## config.mk

```make
export PLATFORM = sky130hd
export DESIGN_NAME = cfg_decoder
export DESIGN_NICKNAME = d
export VERILOG_FILES = /design/src/rtl/dcasic_pkg.sv /design/src/rtl/cfg_decoder.sv
export SDC_FILE = /design/constraint.sdc
export NUM_CORES = 1
export LEC_CHECK = 0
export ABC_AREA = 1
export BUFFER_PORTS_ARGS = -buffer_cell sky130_fd_sc_hd__buf_2
export CAP_MARGIN = 20
export CORE_AREA = 2 2 66 68
export CTS_BUF_LIST = sky130_fd_sc_hd__clkbuf_2 sky130_fd_sc_hd__clkbuf_4 sky130_fd_sc_hd__clkbuf_8
export CTS_CLUSTER_DIAMETER = 200
export CTS_CLUSTER_SIZE = 28
export DETAILED_ROUTE_END_ITERATION = 6
export DIE_AREA = 0 0 68 70
export GPL_ROUTABILITY_DRIVEN = 0
export PLACE_DENSITY = 0.78
export SKIP_CTS_REPAIR_TIMING = 1
export SLEW_MARGIN = 0
export SYNTH_ARGS = -nofsm -noshare
export SYNTH_HDL_FRONTEND = slang
export SYNTH_SLANG_ARGS = --single-unit
```

## constraint.sdc

```tcl
create_clock -name sys_clk -period 1 [get_ports sys_clk]
set_input_delay 0.05 -clock sys_clk [delete_from_list [all_inputs] [get_ports sys_clk]]
set_output_delay 0.05 -clock sys_clk [all_outputs]
set_load 0.01 [all_outputs]
```

## src/rtl/dcasic_pkg.sv

```systemverilog
package dcasic_pkg;

    // Configuration bus
    typedef logic [31:0] cfg_addr_t;
    typedef logic [31:0] cfg_data_t;
    typedef logic [2:0]  slv_id_t;     // Top address bits

    localparam slv_id_t IMEM_ID = 3'd0;  // 0x0000_0000
    localparam slv_id_t DSP_ID  = 3'd1;  // 0x2000_0000
    localparam slv_id_t CAM_ID  = 3'd2;  // 0x4000_0000

    // Display command window at 0x2100_0000
    localparam int DSP_TX_SEL_BIT = 24;

    localparam int IMEM_AW = 8;        // 256 words

    // Camera registers, word offsets
    localparam int CAM_REG_AW = 2;
    localparam logic [CAM_REG_AW-1:0] CAM_CTRL_OFS = 2'd0;
    localparam logic [CAM_REG_AW-1:0] CAM_FCNT_OFS = 2'd1;
    localparam logic [CAM_REG_AW-1:0] CAM_STAT_OFS = 2'd2;

    typedef logic [7:0] dbi_byte_t;

    typedef struct packed {
        dbi_byte_t hi;
        dbi_byte_t lo;
    } pixel_bytes_t;

    // RGB565
    typedef struct packed {
        logic [4:0] r;
        logic [5:0] g;
        logic [4:0] b;
    } pixel_rgb_t;

    typedef union packed {
        pixel_bytes_t bytes;
        pixel_rgb_t   rgb;
    } pixel_u;

    localparam int PIX_FIFO_DEPTH = 16;
    localparam int PIX_PTR_W      = $clog2(PIX_FIFO_DEPTH);
    typedef logic [PIX_PTR_W:0] pix_cnt_t;  // 0 to DEPTH

endpackage
```

## src/rtl/cfg_decoder.sv

```systemverilog
`timescale 1ns/1ps
module cfg_decoder (
    input  logic                  sys_clk,
    input  logic                  reset_i,
    input  logic                  cfg_wr_i,
    input  logic                  cfg_rd_i,
    input  dcasic_pkg::cfg_addr_t cfg_addr_i,
    input  dcasic_pkg::cfg_data_t imem_rdata_i,
    input  dcasic_pkg::cfg_data_t dsp_rdata_i,
    input  dcasic_pkg::cfg_data_t cam_rdata_i,
    output logic                  imem_wr_o,
    output logic                  imem_rd_o,
    output logic                  dsp_wr_o,
    output logic                  dsp_rd_o,
    output logic                  cam_wr_o,
    output logic                  cam_rd_o,
    output logic                  rd_valid_o,
    output dcasic_pkg::cfg_data_t rd_data_o,
    output logic                  rd_err_o
);
    import dcasic_pkg::*;

    slv_id_t slv_id;
    slv_id_t rd_id_q;   // Slave of the read in flight

    assign slv_id = cfg_addr_i[$bits(cfg_addr_t)-1 -: $bits(slv_id_t)];

    assign imem_wr_o = cfg_wr_i && (slv_id == IMEM_ID);
    assign imem_rd_o = cfg_rd_i && (slv_id == IMEM_ID);
    assign dsp_wr_o  = cfg_wr_i && (slv_id == DSP_ID);
    assign dsp_rd_o  = cfg_rd_i && (slv_id == DSP_ID);
    assign cam_wr_o  = cfg_wr_i && (slv_id == CAM_ID);
    assign cam_rd_o  = cfg_rd_i && (slv_id == CAM_ID);

    always_ff @(posedge sys_clk) begin
        if (reset_i) begin
            rd_valid_o <= 1'b0;
            rd_id_q    <= IMEM_ID;
        end else begin
            rd_valid_o <= cfg_rd_i;
            if (cfg_rd_i) begin
                rd_id_q <= slv_id;
            end
        end
    end

    always_comb begin
        rd_data_o = '0;
        rd_err_o  = 1'b0;
        case (rd_id_q)
            IMEM_ID: rd_data_o = imem_rdata_i;
            DSP_ID:  rd_data_o = dsp_rdata_i;
            CAM_ID:  rd_data_o = cam_rdata_i;
            default: rd_err_o  = rd_valid_o;   // Unmapped, zero data
        endcase
    end

    // One slave access per cycle, never a read and a write together
    assert property (@(posedge sys_clk) disable iff (reset_i)
        $onehot0({imem_wr_o, dsp_wr_o, cam_wr_o, imem_rd_o, dsp_rd_o, cam_rd_o}));

endmodule

```

==> summary.md <==
| Metric | Value |
|---|---|
| Hold Fails Final Rpt | 0 |
| Worst path depth | 6 |
| R2R Setup Slk | 140 ps |
| Pre-CTS setup slack | -143 ps |
| Leak | 1.42 nW |
| Ant. Diodes | 0 |
| Residual DRC | 0 |
| Post-synthesis sequential area ratio | 7.49% |
| Critical Path End Type | primary output |
| Mapped Nets | 313 |
| Routed vias/inst | 5.60 |
| CTS root buffer | clkbuf_8 |
| CP max FO | 8 |
| TritonCTS Buffers | 3 |
| Max cap viols | 0 |
| Final Skew | 0 ps |
| DR vias | 2,124 |
| Post-synthesis instance area | 1070 µm² |
| Effective utilization at floorplan | 25.8% |
| H-tree levels | 1 |
| Core Rows | 24 |
| Multi-input logic area | 1230 µm² |
| Yosys warning count | 0 |
| End of the critical path | rd_data_o[17] |
| Rel. slew slack | 87.5% |
| Worst EP arrival | 1300 ps |
| Die Area | 4760 µm² |
| #FFs+latches synth | 4 |
| Vias in the first global route | 1,641 |
| Storage cell area | 91.3 µm² |
| R2r startpoint | rd_id_q[0] |
| Synth Area per Inst | 5.91 µm² |
| Die width | 68 µm |
| Critical path type | reg -> out |
| R2R Path End | rd_id_q[0] |
| Max VDD drop | 0.870 mV |
| Synth unique cells | 15 |
| Largest net degree at the start of global routing | 39 |
| Die height | 70 µm |
| Drt first pass iters | 4 |
| Worst setup margin | -345 ps |
| Post-DP HPWL | 3.44 mm |
| Worst setup SP type | flip-flop |
| Power per Cell Area | 738 nW/µm² |
| Crit. Startpoint | rd_id_q[2] |
| Commonest cells after routing, fill and taps aside | 114 x buf_2, 76 x nand3_2, 32 x nand4_1 |
| Violated checks | setup timing |
| Crit path buf inv count | 3 |
| Slowest cell on crit path | dfxtp_4 |
| Worst-case reg-to-reg path depth | 3 |
| Wire length per cell | 16.9 µm |
| HP Class | in -> reg |
| GRT overflow | 0 |
| Critical Path RT | 950 ps |
| Share of post-route cells with drive strength above 1 | 78.9% |
| IO Pins | 172 |
| Most common cell after layout, fill and taps aside | buf_2 |
| Slew Limit Fails | 0 |
| Area Overhead vs Synth | 157% |
| Clk slew on worst S/H paths | 30 ps |
| CTS sink cnt | 4 |
| Min cycle time layout | 1350 ps |
| Clock buffer depth | 2 |
| Largest delay share family, worst path | buffers and inverters |
| CTS tree | built |
| Iter 0 DRT Violations | 126 |
| First-pass GRT wire length | 6.72 mm |
| Core Region | 4140 µm² |
| Clock Latency Late Sink | 210 ps |
| GRT Util Overall | 17.1% |
| Antenna Nets Post-Route | 0 |
| Max incr delay on CP | 360 ps |
| Tcrit/Tclk final | 135% |
| Worst-Margin Slew | 187 ps |
| Final nets | 461 |
| I/O Buffers | 142 |
| Routed Wire Length | 6.41 mm |
| Post-Syn Instances | 181 |
| Outcome | finished, violations left |
| Fmax | 743 MHz |
| Final setup viols | 33 |
| Initial antenna violation count | 0 |
| Layout fillers | 322 |
| Crit-path cells | nor2_8, buf_12, buf_6, nand3_1, nand3_2, buf_2 |
| Fin Hold WS | 32.4 ps |
| RSZ-0062 raised after global routing | true |
==> registers in the layout, indices dropped and copies added, names as in the netlist <==
| signal | flops |
|---|---|
| rd_id_q | 3 |
| rd_valid_o | 1 |
==> how the worst min path moves through the flow <==
stage | startpoint | cells past startpoint | endpoint
final | reset_i | 2 | rd_id_q[0]
after global routing | reset_i | 2 | rd_id_q[2]
after CTS | reset_i | 2 | rd_id_q[0]
after detailed placement | reset_i | 2 | rd_id_q[2]
after global placement | reset_i | 2 | rd_id_q[1]
after floorplan | reset_i | 1 | rd_id_q[0]
==> layout make-up <==
cell class / count / share of cell area (%)
repair buffers: 166 / 47.2
well taps: 52 / 2.37
clock buffers: 3 / 1.50
multi-input cells: 149 / 44.8
flip-flops and latches: 4 / 3.33
inverters: 5 / 0.774
==> Yosys cell counts, drive strengths merged <==
library cell	number	area, µm²
nand4	32	200
inv	5	18.8
a21boi	1	7.51
dfxtp	4	80.1
a21oi	3	15.0
or2	1	6.26
nand2	7	26.3
buf	23	178
nand3	96	480
nor2	5	35.0
nor3	3	15.0
nand3b	1	7.51
==> power breakdown <==
part	leakage [nW]	internal, W	switching (W)
Clock	0.0216	0.000256	0.0000760
Sequential	0.0351	0.000167	0.0000156
Combinational	1.37	0.000810	0.000703
Total	1.42	0.00123	0.000795
==> through the flow <==
stage | std cells | setup TNS [ps] | area (µm²) | util [%] | power, W
6_report | 379 | -9430 | 2750 | 66.3 | 0.00203
3_5_place_dp | 366 | -3860 | 1850 | 44.6 | 0.00112
5_1_grt | 379 | -10950 | 2750 | 66.3 | 0.00213
3_3_place_gp | 366 | -3370 | 1850 | 44.6 | 0.00111
4_1_cts | 369 | -11340 | 1890 | 45.6 | 0.00146
2_1_floorplan | 181 | 0 | 1070 | - | 0.000681
==> logic make-up (layout without fill, tap and decap cells) <==
kind of cell           after synthesis  after routing  synth area share [%]
AO/OA/AOI/OAI                        4              4                  2.11
buffers and inverters               28            174                  18.4
AND/OR/NAND/NOR                    145            145                  72.0
flip-flops                           4              4                  7.49
==> per-layer routing <==
layer / vias to the layer above / track usage, % / part of all wire [%] / routed length, µm
met5: - / 0 / 0 / 0
met4: 0 / 3.33 / 1.9 / 121
met3: 14 / 2.58 / 9.0 / 579
met2: 132 / 32.0 / 52 / 3330
met1: 991 / 19.9 / 37 / 2380
li1: 987 / - / - / -
Power figures use the tool's default switching activity.
