===== config.mk =====
export PLATFORM = sky130hd
export DESIGN_NAME = dvp_rx
export DESIGN_NICKNAME = d
export VERILOG_FILES = /design/src/rtl/dcasic_pkg.sv /design/src/rtl/dvp_rx.sv
export SDC_FILE = /design/constraint.sdc
export NUM_CORES = 1
export LEC_CHECK = 0
export BUFFER_PORTS_ARGS = -buffer_cell sky130_fd_sc_hd__buf_2
export CAP_MARGIN = 20
export CORE_AREA = 2 2 92 94
export DETAILED_ROUTE_END_ITERATION = 8
export DIE_AREA = 0 0 94 96
export MAX_ROUTING_LAYER = met4
export PLACE_DENSITY = 0.72
export SLEW_MARGIN = 20
export SYNTH_ARGS = -nofsm -noshare
export SYNTH_HDL_FRONTEND = slang
export SYNTH_SLANG_ARGS = --single-unit

===== constraint.sdc =====
create_clock -name sys_clk -period 2.6 [get_ports sys_clk]
set_clock_uncertainty 0.2 [all_clocks]
set_input_delay 0.39 -clock sys_clk [delete_from_list [all_inputs] [get_ports sys_clk]]
set_output_delay 0.39 -clock sys_clk [all_outputs]
set_load 0.01 [all_outputs]

===== src/rtl/dcasic_pkg.sv =====
package dcasic_pkg;

    // Configuration bus
    typedef logic [31:0] cfg_addr_t;
    typedef logic [31:0] cfg_data_t;
    typedef logic [2:0]  slv_id_t;     // Top address bits

    localparam slv_id_t IMEM_ID = 3'd0;  // 0x0000_0000
    localparam slv_id_t DSP_ID  = 3'd1;  // 0x2000_0000
    localparam slv_id_t CAM_ID  = 3'd2;  // 0x4000_0000

    // Display command window at 0x2100_0000
    localparam int DSP_TX_SEL_BIT = 24;

    localparam int IMEM_AW = 8;        // 256 words

    // Camera registers, word offsets
    localparam int CAM_REG_AW = 2;
    localparam logic [CAM_REG_AW-1:0] CAM_CTRL_OFS = 2'd0;
    localparam logic [CAM_REG_AW-1:0] CAM_FCNT_OFS = 2'd1;
    localparam logic [CAM_REG_AW-1:0] CAM_STAT_OFS = 2'd2;

    typedef logic [7:0] dbi_byte_t;

    typedef struct packed {
        dbi_byte_t hi;
        dbi_byte_t lo;
    } pixel_bytes_t;

    // RGB565
    typedef struct packed {
        logic [4:0] r;
        logic [5:0] g;
        logic [4:0] b;
    } pixel_rgb_t;

    typedef union packed {
        pixel_bytes_t bytes;
        pixel_rgb_t   rgb;
    } pixel_u;

    localparam int PIX_FIFO_DEPTH = 16;
    localparam int PIX_PTR_W      = $clog2(PIX_FIFO_DEPTH);
    typedef logic [PIX_PTR_W:0] pix_cnt_t;  // 0 to DEPTH

endpackage

===== src/rtl/dvp_rx.sv =====
`timescale 1ns/1ps
module dvp_rx (
    input  logic                  sys_clk,
    input  logic                  reset_i,
    input  logic                  wr_i,
    input  logic                  rd_i,
    input  dcasic_pkg::cfg_addr_t addr_i,
    input  dcasic_pkg::cfg_data_t wdata_i,
    input  logic                  overflow_i,
    input  dcasic_pkg::dbi_byte_t dvp_d_i,
    input  logic                  dvp_href_i,
    input  logic                  dvp_vsync_i,
    output dcasic_pkg::cfg_data_t rdata_o,
    output logic                  dvp_pwdn_o,
    output logic                  pool_en_o,
    output logic                  pix_valid_o,
    output dcasic_pkg::pixel_u    pix_o
);
    import dcasic_pkg::*;

    logic                  cap_en;
    logic                  overflow_q;
    logic                  vsync_q;
    logic                  second_byte;
    logic                  byte_en;
    logic [CAM_REG_AW-1:0] reg_ofs;
    cfg_data_t             frame_cnt;

    assign reg_ofs = addr_i[CAM_REG_AW+1:2];
    assign byte_en = dvp_href_i && !dvp_vsync_i && cap_en;

    always_ff @(posedge sys_clk) begin
        if (reset_i) begin
            cap_en      <= 1'b0;
            dvp_pwdn_o  <= 1'b1;   // Camera powered down
            pool_en_o   <= 1'b0;
            overflow_q  <= 1'b0;
            vsync_q     <= 1'b0;
            frame_cnt   <= '0;
            second_byte <= 1'b0;
            pix_valid_o <= 1'b0;
        end else begin
            if (wr_i && reg_ofs == CAM_CTRL_OFS) begin
                {pool_en_o, dvp_pwdn_o, cap_en} <= wdata_i[2:0];
            end
            if (overflow_i) begin
                overflow_q <= 1'b1;
            end
            vsync_q <= dvp_vsync_i;
            if (cap_en && dvp_vsync_i && !vsync_q) begin
                frame_cnt <= frame_cnt + 1'b1;
            end
            // Phase restarts on href low or vsync
            second_byte <= byte_en && !second_byte;
            pix_valid_o <= byte_en && second_byte;
        end
    end

    always_ff @(posedge sys_clk) begin
        if (byte_en) begin
            if (second_byte) pix_o.bytes.lo <= dvp_d_i;
            else             pix_o.bytes.hi <= dvp_d_i;
        end
        if (rd_i) begin
            case (reg_ofs)
                CAM_CTRL_OFS: rdata_o <= cfg_data_t'({pool_en_o, dvp_pwdn_o, cap_en});
                CAM_FCNT_OFS: rdata_o <= frame_cnt;
                CAM_STAT_OFS: rdata_o <= cfg_data_t'(overflow_q);
                default:      rdata_o <= '0;
            endcase
        end
    end

endmodule


==> run summary <==
HP Class: input port to register
CTS root buf: clkbuf_8
area of the core: 8051 sq um
fillers: 732
post-CTS sizing: 0
Syn Nets: 376
global route overflow: 0
Area contributors post-synth: edfxtp_1 (41%), dfxtp_1 (22%), and2_1 (5.7%), nor2_1 (2.7%), a21oi_1 (2.2%)
post-DR vias/cell: 4.965
sequential fraction of the synthesis area: 0.6375
critical path cell sequence: nand3b_4 > or4_1 > buf_4 > or4_1 > a21oi_1
clock tree sinks: 87
post-DP HPWL: 4.203 mm
H-Tree Depth: 3
DRC Markers: 0
kind of cell adding the most delay to the critical path: simple AND/OR/NAND/NOR gates
I/O Buffers: 70
dpl cells: 462
ANT nets after route: 0
clock slew at reported path FFs: 0.09 ns
max incr delay on CP: 0.56 ns
Period Utilization, post-route: 0.8741
Least-Margin Pin Slew: 0.7261 ns
Slew HR: 0.5141
TritonRoute pass-1 iters: 4
CP most frequent cell: or4_1
CP max stage cell: or4_1
Combinational Power Share: 0.045
Buf/Inv on CP: 1
Ports: 130
first-pass GRT wire length: 10.19 mm
Synth Instances: 296
startpoint types: register
CP Capture Type: register
Die X: 94 microns
Final nets: 454
insertion delay to the later sink of the worst-skew pair: 0.36 ns
die area: 9024 sq um
Leak: 1.555 nW
Mean Syn Cell Area: 11.78 sq um
maximum fanout along the worst path: 20
switching pwr: 0.5522 mW
final setup TNS: 0 ns
initial drt markers: 101
register area: 2222 sq um
Inserted Clock Buffers: 9
Hold Fails Final Rpt: 0
Synth-to-Final Area Change: 20.10%
Yosys warning total: 0
power density cells: 578.4 nW/um^2
gr usage total: 0.1514
initial antenna violation count: 0
Clock Tree Buf Depth: 2
Net Sw Frac: 0.2280
GPL Wtd Cong: 0.8347
Final setup viols: 0
post-route insts no fill: 484
status: finished, final reports clean
Max VDD drop: 243.5 uV
max-capacitance violation count: 0
critical path type: register to register
Die Y: 96 microns
Final Max Tran Viols: 0
sequential group share of total power: 0.613
CTS tree: built
Power Total: 2.421 mW
WL per Instance: 12.87 microns
largest net degree at the start of global routing: 33
vias in the first global route: 2165
Post-Syn Area: 3486 sq um
FMAX: 440.0 MHz
crit path DAT: 2.37 ns
cell taking the most area after synthesis: edfxtp_1
post-synth top area share: 0.4135
Starting Density: 0.4329
synth unique cells: 31
area of the multi-input gates: 1199 sq um
RSZ-0062 raised after global routing: no
internal power: 1.869 mW
diode count: 0
Worst Path Required: 2.69 ns
Synth Register Bits: 87
row count: 33
share of cells above drive strength 1: 0.2586
DRT Wirelength: 6.231 mm
fin crit period: 2.273 ns
Via Count: 2403
Clock power frac: 0.341
[power groups by stage]
stage / Sequential [mW] / Clock, mW / Combinational [mW]
after floorplan: 1.53 / 0 / 0.0285
after global placement: 1.52 / 0 / 0.102
after detailed placement: 1.52 / 0 / 0.104
after CTS: 1.49 / 0.855 / 0.111
after global routing: 1.49 / 0.906 / 0.123
final: 1.48 / 0.827 / 0.110
[worst reg2reg max path, cell delays in order, from the launching register on]
cell      delay (ns)
dfxtp_1         0.45
nand3b_4        0.17
or4_1           0.56
buf_4           0.21
or4_1           0.48
a21oi_1         0.15
[area by class of cell]
cell class,count,share of cell area
tap,105,0.03138
multi-input combinational,192,0.2863
sequential,87,0.5308
timing repair buffer,82,0.1088
clock buffer,9,0.02959
inverter,2,0.001793
clock inverter,7,0.01136
[path summary, 6_finish.rpt]
check                            startpoint            end  slack, ns  cells after the start
worst max-delay path                 cap_en  frame_cnt[27]       0.33                      5
worst min-delay path             dvp_d_i[1]       pix_o[9]       0.02                      1
worst max register to register       cap_en  frame_cnt[27]       0.33                      5
worst min register to register  second_byte    second_byte       0.25                      1
[sequential cells by signal (all words and copies together), names as in the netlist]
| name | count |
|---|---|
| pix_o | 16 |
| dvp_pwdn_o | 1 |
| pix_valid_o | 1 |
| frame_cnt | 32 |
| pool_en_o | 1 |
| vsync_q | 1 |
| cap_en | 1 |
| second_byte | 1 |
| rdata_o | 32 |
| overflow_q | 1 |
[synth_stat cells]
cell      instances
o22ai_1           1
a21oi_1          15
mux2i_1           6
o31ai_1           7
clkbuf_1         14
nor3b_1           1
inv_1             2
buf_2             1
ha_1              1
nand3_1           8
xnor2_1           5
and2_1           32
and4_1            5
nand2_1          11
or3_1             8
dfxtp_1          39
edfxtp_1         48
nor4_1            3
nor2_1           25
and4b_1           1
nor3_1            9
o21ai_0           8
xor2_1            5
nand3b_1          1
nor2b_1           9
nand4_1          12
and3_1            3
nand3b_4          1
a211o_1           1
mux2_2            6
or4_1             8
[routing by layer]
| metal | GRT usage | vias to the layer above | routed length (microns) |
|---|---|---|---|
| met2 | 0.2333 | 44 | 2855 |
| met3 | 0.02819 | 13 | 214 |
| li1 | - | 1233 | - |
| met4 | 0.07609 | 0 | 135 |
| met1 | 0.1931 | 1113 | 3026 |
| met5 | - | - | 0 |
[what timing repair did]
action | 4_1_cts | 5_1_grt
hold buffers | 6 | 0
buffers inserted | 0 | 0
hold endpoints to repair | 11 | 0
[placed cells by master (no fill, tap or decap), drive strengths merged, types with 5 or more instances in the layout]
cell,n
a21oi,15
and2,32
and4,5
buf,76
clkbuf,9
dfxtp,39
dlygate4sd3,6
edfxtp,48
mux2,6
mux2i,6
nand2,11
nand3,8
nand4,12
nor2,25
nor2b,9
nor3,9
o21ai,8
o31ai,7
or3,8
or4,8
xnor2,5
xor2,5
[through the flow]
| stage | util | setup slack (ns) | area [sq um] | hold WS, ns |
|---|---|---|---|---|
| after floorplan | - | 0.5038 | 3486 | 0.2260 |
| after global placement | 0.4912 | 0.3226 | 3955 | 0.2351 |
| after detailed placement | 0.4912 | 0.2797 | 3955 | 0.2384 |
| after CTS | 0.5200 | 0.3234 | 4187 | 0.001149 |
| after global routing | 0.5200 | 0.2212 | 4187 | 0.001274 |
| final | 0.5200 | 0.3273 | 4187 | 0.01902 |
[logic make-up (layout without fill, tap and decap cells)]
| logic type | after synthesis | in the layout | synth area share |
|---|---|---|---|
| AND/OR/NAND/NOR | 137 | 137 | 0.2261 |
| multiplexers | 12 | 12 | 0.03661 |
| flip-flops | 87 | 87 | 0.6375 |
| AO/OA/AOI/OAI | 32 | 32 | 0.05241 |
| XOR/XNOR | 10 | 10 | 0.02512 |
| buffers and inverters | 17 | 100 | 0.01866 |
| adder cells (fa/ha/maj) | 1 | 1 | 0.003589 |
(Power assumes the default switching activity.)
