===== src/rtl/dcasic_pkg.sv =====
package dcasic_pkg;

    // Configuration bus
    typedef logic [31:0] cfg_addr_t;
    typedef logic [31:0] cfg_data_t;
    typedef logic [2:0]  slv_id_t;     // Top address bits

    localparam slv_id_t IMEM_ID = 3'd0;  // 0x0000_0000
    localparam slv_id_t DSP_ID  = 3'd1;  // 0x2000_0000
    localparam slv_id_t CAM_ID  = 3'd2;  // 0x4000_0000

    // Display command window at 0x2100_0000
    localparam int DSP_TX_SEL_BIT = 24;

    localparam int IMEM_AW = 8;        // 256 words

    // Camera registers, word offsets
    localparam int CAM_REG_AW = 2;
    localparam logic [CAM_REG_AW-1:0] CAM_CTRL_OFS = 2'd0;
    localparam logic [CAM_REG_AW-1:0] CAM_FCNT_OFS = 2'd1;
    localparam logic [CAM_REG_AW-1:0] CAM_STAT_OFS = 2'd2;

    typedef logic [7:0] dbi_byte_t;

    typedef struct packed {
        dbi_byte_t hi;
        dbi_byte_t lo;
    } pixel_bytes_t;

    // RGB565
    typedef struct packed {
        logic [4:0] r;
        logic [5:0] g;
        logic [4:0] b;
    } pixel_rgb_t;

    typedef union packed {
        pixel_bytes_t bytes;
        pixel_rgb_t   rgb;
    } pixel_u;

    localparam int PIX_FIFO_DEPTH = 16;
    localparam int PIX_PTR_W      = $clog2(PIX_FIFO_DEPTH);
    typedef logic [PIX_PTR_W:0] pix_cnt_t;  // 0 to DEPTH

endpackage

===== src/rtl/max_pool_h.sv =====
`timescale 1ns/1ps
module max_pool_h (
    input  logic               sys_clk,
    input  logic               reset_i,
    input  logic               pool_en_i,
    input  logic               line_i,
    input  logic               pix_valid_i,
    input  dcasic_pkg::pixel_u pix_i,
    output logic               pix_valid_o,
    output dcasic_pkg::pixel_u pix_o
);
    import dcasic_pkg::*;

    logic   have_first;
    pixel_u first_q;
    pixel_u pooled;

    // Per-channel maximum of the pair
    always_comb begin
        pooled.rgb.r = (first_q.rgb.r > pix_i.rgb.r) ? first_q.rgb.r : pix_i.rgb.r;
        pooled.rgb.g = (first_q.rgb.g > pix_i.rgb.g) ? first_q.rgb.g : pix_i.rgb.g;
        pooled.rgb.b = (first_q.rgb.b > pix_i.rgb.b) ? first_q.rgb.b : pix_i.rgb.b;
    end

    always_ff @(posedge sys_clk) begin
        if (reset_i) begin
            pix_valid_o <= 1'b0;
            have_first  <= 1'b0;
        end else if (!pool_en_i) begin
            pix_valid_o <= pix_valid_i;
            have_first  <= 1'b0;
        end else if (pix_valid_i) begin
            pix_valid_o <= have_first;
            have_first  <= !have_first;
        end else begin
            pix_valid_o <= 1'b0;
            if (!line_i) have_first <= 1'b0;   // Odd last pixel dropped
        end
    end

    always_ff @(posedge sys_clk) begin
        if (pix_valid_i && !have_first) first_q <= pix_i;
        if (pix_valid_i) pix_o <= pool_en_i ? pooled : pix_i;
    end

endmodule


===== config.mk =====
export PLATFORM = sky130hd
export DESIGN_NAME = max_pool_h
export DESIGN_NICKNAME = d
export VERILOG_FILES = /design/src/rtl/dcasic_pkg.sv /design/src/rtl/max_pool_h.sv
export SDC_FILE = /design/constraint.sdc
export NUM_CORES = 1
export LEC_CHECK = 0
export BUFFER_PORTS_ARGS = -buffer_cell sky130_fd_sc_hd__buf_4
export CAP_MARGIN = 20
export CELL_PAD_IN_SITES_DETAIL_PLACEMENT = 0
export CELL_PAD_IN_SITES_GLOBAL_PLACEMENT = 1
export CORE_UTILIZATION = 39
export DETAILED_ROUTE_END_ITERATION = 7
export GPL_TIMING_DRIVEN = 0
export PLACE_DENSITY_LB_ADDON = 0.1
export SLEW_MARGIN = 20
export SYNTH_ARGS = -nofsm -noshare
export SYNTH_HDL_FRONTEND = slang
export SYNTH_SLANG_ARGS = --single-unit

===== constraint.sdc =====
create_clock -name sys_clk -period 1.8 [get_ports sys_clk]
set_input_delay 0.09 -clock sys_clk [delete_from_list [all_inputs] [get_ports sys_clk]]
set_output_delay 0.09 -clock sys_clk [all_outputs]
set_load 0.01 [all_outputs]

==> impl_metrics.json, run 1 <==
{
  "cts_tree": "built",
  "clock-sinks": 34,
  "violations": "negative setup slack",
  "setup_ws_ps": -109,
  "hold_viol": 0,
  "area_growth_pct": 52.9,
  "synth_warnings": 0,
  "path_clk_slew_ps": 70,
  "worst-path-max-fanout": 2,
  "dr.first_iter.drc_count": 53,
  "rows": 23,
  "max_stage_delay_ps": 450,
  "finalCritPeriodShare": 1.06,
  "setup_viol": 16,
  "antenna_found_initial": 0,
  "max_slew_margin": 0.752,
  "yosysSeqAreaShare": 0.608,
  "crit_buf_inv": 1,
  "vias_per_cell": 4.76,
  "core_area_mm2": 0.00403,
  "io_pins": 38,
  "cap_violations": 0,
  "grt_use_total": 0.170,
  "fp.dieArea_mm2": 0.00448,
  "arrival_ps": 1950,
  "end_kind": "register",
  "tightest_slew_ps": 371,
  "cts_made_buffers": 5,
  "num_vias": 1118,
  "hold_path.class": "input pin to register",
  "cts_root_buf": "clkbuf_8",
  "final_cells": 235,
  "finClkSkew_ps": 7.79,
  "layout_common_cells": "buf_4 (48), edfxtp_1 (32), inv_1 (23)",
  "crit_family": "compound AO/OA/AOI/OAI gates",
  "period_minus_slack_ps": 1910,
  "grt_max_degree": 20,
  "cp.required_ps": 1840,
  "p_per_area_mw_per_mm2": 787,
  "cts_buffer_depth": 2,
  "htree_num_levels": 2,
  "start_kind": "register",
  "outcome": "complete, but fails checks",
  "fin_tns_setup_ps": -990,
  "placed_cells": 199,
  "ys_ff_latch": 34,
  "start_util": 0.408,
  "wl_met1_um": 1410,
  "drive_above_1_share": 0.486,
  "syn-cell-area_mm2": 0.00165,
  "drt-wirelength-per-cell_um": 14.2,
  "syn_inst": 111,
  "avgSynthCellArea_um2": 14.8,
  "drc_errors": 0,
  "drv_slew": 0,
  "vdd_drop_max_mv": 0.536,
  "port_buffers": 37,
  "dpl_worst_slack_ps": -222,
  "diodes": 0,
  "leakage_nw": 1.08,
  "insertion_delay_ps": 280,
  "wl_met3_um": 135,
  "dieHeight_um": 67.0,
  "fmax_mhz": 524,
  "grt_overflow": 0,
  "drtAntennaViolNets": 0,
  "syn-num-nets": 148,
  "layout_commonest_cell": "buf_4",
  "grt_pass1_vias": 1117,
  "wl_um": 3330,
  "dp_hpwl_um": 2190,
  "fin_nets": 221,
  "path_cells": "ha_4 -> a211o_2 -> o211ai_2 -> a31oi_4 -> buf_4 -> mux2_4",
  "grt_pass1_wl_um": 5320,
  "worstSetupPathType": "register to register",
  "finalWeightedCongestion": 0.711,
  "rsz0062_at_grt": "yes",
  "first_pass_iters": 4,
  "die_w_um": 67.0,
  "critical_path.slowest_cell": "edfxtp_1",
  "nFillCells": 332,
  "highest_layer": "met4",
  "ys_types": 20,
  "route.met2.wl_um": 1730,
  "utilization": 0.625
}
cells by family (layout without fill, tap and decap cells):
family	after synthesis	count (layout)	synth area share
flip-flops	34	34	0.608
buffers and inverters	23	97	0.0525
AND/OR/NAND/NOR	7	7	0.0289
multiplexers	16	16	0.110
AO/OA/AOI/OAI	15	15	0.0791
adder cells (fa/ha/maj)	16	16	0.122
repair_timing:
item                       in CTS  in global routing
hold endpoints to repair       16                  0
pin swaps                       9                  4
buffers inserted                7                  5
resized for setup               8                  5
setup endpoints to repair      16                 16
hold buffers                   16                  0
worst paths after layout:
| check | start | to | slack (ps) | depth (start not counted) |
|---|---|---|---|---|
| max reg2reg | first_q[8] | pix_o[10] | -110 | 6 |
| min reg2reg | have_first | pix_valid_o | 560 | 1 |
| max | first_q[8] | pix_o[10] | -110 | 6 |
| min | pix_i[12] | first_q[12] | 10 | 1 |
worst register-to-register path: cells and delay by family, from the launching register on:
family | cells | cell delay [ps]
mux | 1 | 280
flops | 1 | 450
compound gates | 3 | 530
buf+inv | 1 | 160
fa+ha+maj | 1 | 250
per-stage QoR:
stage	power (W)	hold slack, ps	area [µm²]
after global routing	0.00208	6.52	2520
after CTS	0.00198	0.271	2440
final	0.00198	13.4	2520
after global placement	0.00125	264	2030
after detailed placement	0.00126	273	2050
after floorplan	0.00113	167	1690
cells in the mapped netlist:
master	instances	area, µm²
o211a_1	1	10.0
o221ai_1	2	17.5
ha_1	16	200
and4_4	1	11.3
a211oi_1	2	15.0
edfxtp_1	32	961
o21ai_1	1	5.00
nor3_1	1	5.00
nor2b_1	3	18.8
dfxtp_1	2	40.0
o211ai_2	1	12.5
inv_1	23	86.3
a31oi_4	1	21.3
a21oi_1	1	5.00
o211ai_1	2	15.0
mux2_2	16	180
a211o_2	1	10.0
nand4_1	2	12.5
a31o_1	1	8.76
o21ai_0	2	10.0
where the power goes:
part           switching, W  internal, W  leakage (nW)
logic              0.000151     0.000223         0.696
clock network      0.000265     0.000386        0.0575
registers         0.0000249     0.000931         0.328
final cells by class:
cell class	instances	area [µm²]	share of cell area
multi-input cells	54	709	0.282
repair buffers	66	547	0.217
inverters	23	86.3	0.0343
flip-flops and latches	34	1000	0.398
clock buffers	8	110	0.0438
well taps	50	62.6	0.0249
metal layers:
layer | track usage | up-vias
li1 | - | 556
met1 | 0.196 | 535
met2 | 0.287 | 22
met3 | 0.0565 | 5
met4 | 0.0718 | 0
met5 | 0 | -
sequential cells by signal (all words and copies together), names as in the netlist:
signal       count
first_q         16
pix_o           16
have_first       1
pix_valid_o      1
Power figures use the tool's default switching activity.
==> run 2: changes to the inputs <==
Settings changed: PLACE_DENSITY set to 0.86, PLACE_DENSITY_LB_ADDON 0.1 to unset, RECOVER_POWER set to 50.
==> impl_metrics.json, run 2 (synthesized netlist as in run 1, its figures left out) <==
{
  "outcome": "complete, but fails checks",
  "violations": "negative setup slack",
  "diodes": 0,
  "core_area_mm2": 0.00403,
  "multi_input_area_um2": 733,
  "cts_buffer_depth": 2,
  "end_kind": "register",
  "vdd_drop_max_mv": 0.464,
  "die_w_um": 67.0,
  "route.met2.wl_um": 1730,
  "antenna_found_initial": 0,
  "path_clk_slew_ps": 60,
  "dp_hpwl_um": 2170,
  "hold_path.class": "input pin to register",
  "area_growth_pct": 48.0,
  "start_kind": "register",
  "hold_viol": 0,
  "period_minus_slack_ps": 1930,
  "dr.first_iter.drc_count": 28,
  "layout_commonest_cell": "edfxtp_1",
  "cts_root_buf": "clkbuf_8",
  "dieHeight_um": 67.0,
  "cts_tree": "built",
  "p_per_area_mw_per_mm2": 773,
  "grt_pass1_wl_um": 5040,
  "vias_per_cell": 4.85,
  "rows": 23,
  "first_pass_iters": 4,
  "cp.required_ps": 1830,
  "postCtsHoldBufs": 16,
  "wl_um": 3180,
  "start_util": 0.408,
  "worst-path-max-fanout": 6,
  "insertion_delay_ps": 280,
  "grt_overflow": 0,
  "layout_common_cells": "edfxtp_1 (32), buf_4 (28), inv_1 (23)",
  "stdcell_area_mm2": 0.00243,
  "finClkSkew_ps": 4.06,
  "leakage_nw": 1.01,
  "whs_ps": 11.7,
  "io_pins": 38,
  "drv_slew": 0,
  "drtAntennaViolNets": 0,
  "wl_met1_um": 1230,
  "wl_met3_um": 162,
  "max_slew_margin": 0.345,
  "finalCritPeriodShare": 1.07,
  "fin_nets": 217,
  "grt_use_total": 0.160,
  "fp.dieArea_mm2": 0.00448,
  "num_vias": 1116,
  "worstSetupPathType": "register to register",
  "grt_max_degree": 20,
  "drc_errors": 0,
  "tightest_slew_ps": 983,
  "finalWeightedCongestion": 0.748,
  "setup_ws_ps": -130,
  "fmax_mhz": 518,
  "dpl_cell_area_mm2": 0.00204,
  "cts_made_buffers": 5,
  "reg_top3": "first_q (16), pix_o (16)",
  "drive_above_1_share": 0.394,
  "regArea_mm2": 0.00100,
  "rsz0062_at_grt": "yes",
  "cap_violations": 0,
  "nFillCells": 342,
  "utilization": 0.604,
  "fin_tns_setup_ps": -1280,
  "htree_num_levels": 2,
  "arrival_ps": 1960,
  "highest_layer": "met4",
  "clock-sinks": 34,
  "port_buffers": 37,
  "setup_viol": 16,
  "drt-wirelength-per-cell_um": 13.8,
  "grt_pass1_vias": 1093,
  "dpl_worst_slack_ps": -210
}
==> run 2: changes by cell type in the layout (fill, tap and decap cells not counted), moves of 2 or more <==
cell | previous run | this run
mux2_4 | 7 | 11
clkbuf_8 | 8 | 6
buf_4 | 48 | 28
mux2_2 | 9 | 5
clkbuf_1 | 0 | 16
==> run 2: routing by layer <==
metal,vias to the layer above,GRT usage
li1,548,-
met1,532,0.169
met2,30,0.288
met3,6,0.0514
met4,0,0.0638
met5,-,0
==> run 2: critical path: stages (launching register included) <==
cell,delay (ps)
edfxtp_1,390
ha_1,290
and4_4,180
a31o_1,200
a31oi_4,170
buf_12,150
mux2_4,300
==> run 2: final cells by class <==
| type | instances | area share |
|---|---|---|
| inverter | 23 | 0.0355 |
| timing repair buffer | 62 | 0.191 |
| tap | 50 | 0.0257 |
| multi-input combinational | 54 | 0.301 |
| sequential | 34 | 0.411 |
| clock buffer | 7 | 0.0355 |
==> run 2: power breakdown <==
| part | internal (W) | switching (W) | total (W) |
|---|---|---|---|
| registers | 0.000931 | 0.0000243 | 0.000956 |
| clock network | 0.000303 | 0.000260 | 0.000563 |
| logic | 0.000210 | 0.000152 | 0.000363 |
| total | 0.00144 | 0.000436 | 0.00188 |
==> run 2: repair_timing <==
item	4_1_cts	5_1_grt
endpoints found under the hold margin	16	1
pin swaps	7	5
gates resized for setup	9	9
endpoints found under the setup margin	16	16
cloned	0	0
buffers inserted	6	2
==> run 2: worst paths after layout <==
check / endpoint / slack, ps / startpoint / cells past startpoint
min: first_q[7] / 10 / pix_i[7] / 1
max: pix_o[6] / -130 / first_q[7] / 6
min reg2reg: pix_valid_o / 560 / have_first / 1
max reg2reg: pix_o[6] / -130 / first_q[7] / 6
==> run 2: stage by stage <==
stage | cells | power, W
after floorplan | 111 | 0.00113
after global placement | 198 | 0.00124
after detailed placement | 199 | 0.00126
after CTS | 228 | 0.00189
after global routing | 230 | 0.00197
final | 230 | 0.00188
==> run 3: changes to the inputs <==
Settings changed: CORE_UTILIZATION 39 to 43, PLACE_DENSITY 0.86 to 0.89.
Clock period 1.8 ns to 2.2 ns, I/O delays scaled along.
==> impl_metrics.json, run 3 (synthesized netlist as in run 1, its figures left out) <==
{
  "highest_layer": "met4",
  "tightest_slew_ps": 1080,
  "hold_viol": 0,
  "p_per_area_mw_per_mm2": 746,
  "hold_path.class": "input pin to register",
  "vdd_drop_max_mv": 0.545,
  "internal_power_w": 0.00120,
  "port_buffers": 37,
  "end_kind": "register",
  "stdcell_area_mm2": 0.00205,
  "finalWeightedCongestion": 0.785,
  "core_area_mm2": 0.00366,
  "combPwrFrac": 0.132,
  "worst-path-max-fanout": 5,
  "start_kind": "input pin",
  "fin_tns_setup_ps": 0,
  "rsz0062_at_grt": "no",
  "wl_met3_um": 191,
  "wl_met1_um": 1210,
  "io_pins": 38,
  "nFillCells": 331,
  "max_slew_margin": 0.283,
  "grt_overflow": 0,
  "diodes": 0,
  "antenna_found_initial": 0,
  "grt_use_total": 0.158,
  "clkPwrFrac": 0.360,
  "setup_viol": 0,
  "cts_root_buf": "clkbuf_8",
  "dieHeight_um": 63.9,
  "drv_slew": 0,
  "worstSetupPathType": "input pin to register",
  "outcome": "completed",
  "layout_common_cells": "edfxtp_1 (32), inv_1 (23), clkbuf_1 (22)",
  "cap_violations": 0,
  "finalCritPeriodShare": 0.947,
  "cts_tree": "built",
  "drt-wirelength-per-cell_um": 13.3,
  "route.met2.wl_um": 1300,
  "fin_nets": 196,
  "grt_pass1_vias": 1018,
  "rows": 22,
  "insertion_delay_ps": 280,
  "area_growth_pct": 24.8,
  "first_pass_iters": 4,
  "wl_um": 2770,
  "dr.first_iter.drc_count": 16,
  "vias_per_cell": 4.96,
  "fmax_mhz": 480,
  "reg_top3": "first_q (16), pix_o (16)",
  "p_switching_w": 0.000335,
  "htree_num_levels": 2,
  "clock-sinks": 34,
  "layout_commonest_cell": "edfxtp_1",
  "path_clk_slew_ps": 70,
  "arrival_ps": 2120,
  "num_vias": 1032,
  "pwr-share-seq": 0.508,
  "p_sw_frac": 0.219,
  "start_util": 0.449,
  "dpl_cell_area_mm2": 0.00200,
  "grt_pass1_wl_um": 4620,
  "cts_made_buffers": 5,
  "drtAntennaViolNets": 0,
  "grt_max_degree": 20,
  "drc_errors": 0,
  "cts_buffer_depth": 2,
  "finClkSkew_ps": 5.92,
  "drive_above_1_share": 0.281,
  "period_minus_slack_ps": 2080,
  "fp.dieArea_mm2": 0.00408,
  "cp.required_ps": 2240,
  "dp_hpwl_um": 2040,
  "leakage_nw": 0.858,
  "die_w_um": 63.9
}
run 3: changes by cell type in the layout (fill, tap and decap cells not counted), sizes merged:
cell,delta
bufinv,+1
buf,-17
clkinv,+2
dlygate4sd3,-13
clkbuf,+7
run 3: what timing repair did:
| item | CTS | global route |
|---|---|---|
| gates resized for setup | 0 | 0 |
| buffers inserted | 0 | 0 |
| hold buffers | 2 | 1 |
| endpoints found under the setup margin | 0 | 0 |
| hold endpoints to repair | 2 | 1 |
run 3: area by class of cell:
type	count	area, µm²	share of cell area
multi-input cells	54	561	0.273
clock inverters	3	40.0	0.0195
well taps	48	60.1	0.0293
inverters	23	86.3	0.0420
flip-flops and latches	34	1000	0.488
clock buffers	5	68.8	0.0335
repair buffers	41	236	0.115
run 3: worst paths after layout:
kind,start,endpoint,slack (ps),cells after the start
max,pix_i[13],pix_o[14],120,8
min,pix_i[10],first_q[10],50,1
max reg2reg,first_q[8],pix_o[10],180,5
min reg2reg,have_first,pix_valid_o,540,1
run 3: per-layer routing:
| layer | up-vias | global-route usage |
|---|---|---|
| met5 | - | 0 |
| li1 | 517 | - |
| met3 | 7 | 0.0661 |
| met4 | 0 | 0.0909 |
| met2 | 34 | 0.250 |
| met1 | 474 | 0.178 |
run 3: worst max-delay path: stages:
cell           delay [ps]
dlygate4sd3_1         530
clkbuf_4              130
inv_1                  40
ha_1                  290
a211oi_1              220
o221ai_1              150
o211ai_1              270
mux2_2                390
run 3: stage by stage:
stage / power [W] / std cells / setup WS (ps) / hold WS (ps) / utilization
floorplan: 0.000908 / 111 / 308 / 187 / -
finish: 0.00153 / 208 / 116 / 46.2 / 0.561
CTS: 0.00157 / 207 / 144 / 0.474 / 0.581
global placement: 0.00100 / 196 / 175 / 283 / 0.542
global route: 0.00160 / 208 / 25.5 / 27.4 / 0.561
detailed placement: 0.00101 / 197 / 189 / 293 / 0.545
run 3: power by group through the flow:
stage                     combinational, W  clock [W]  sequential (W)
after floorplan                   0.000106          0        0.000801
after global placement            0.000211          0        0.000790
after detailed placement          0.000222          0        0.000791
after CTS                         0.000226   0.000570        0.000778
after global routing              0.000229   0.000592        0.000782
final                             0.000203   0.000550        0.000778
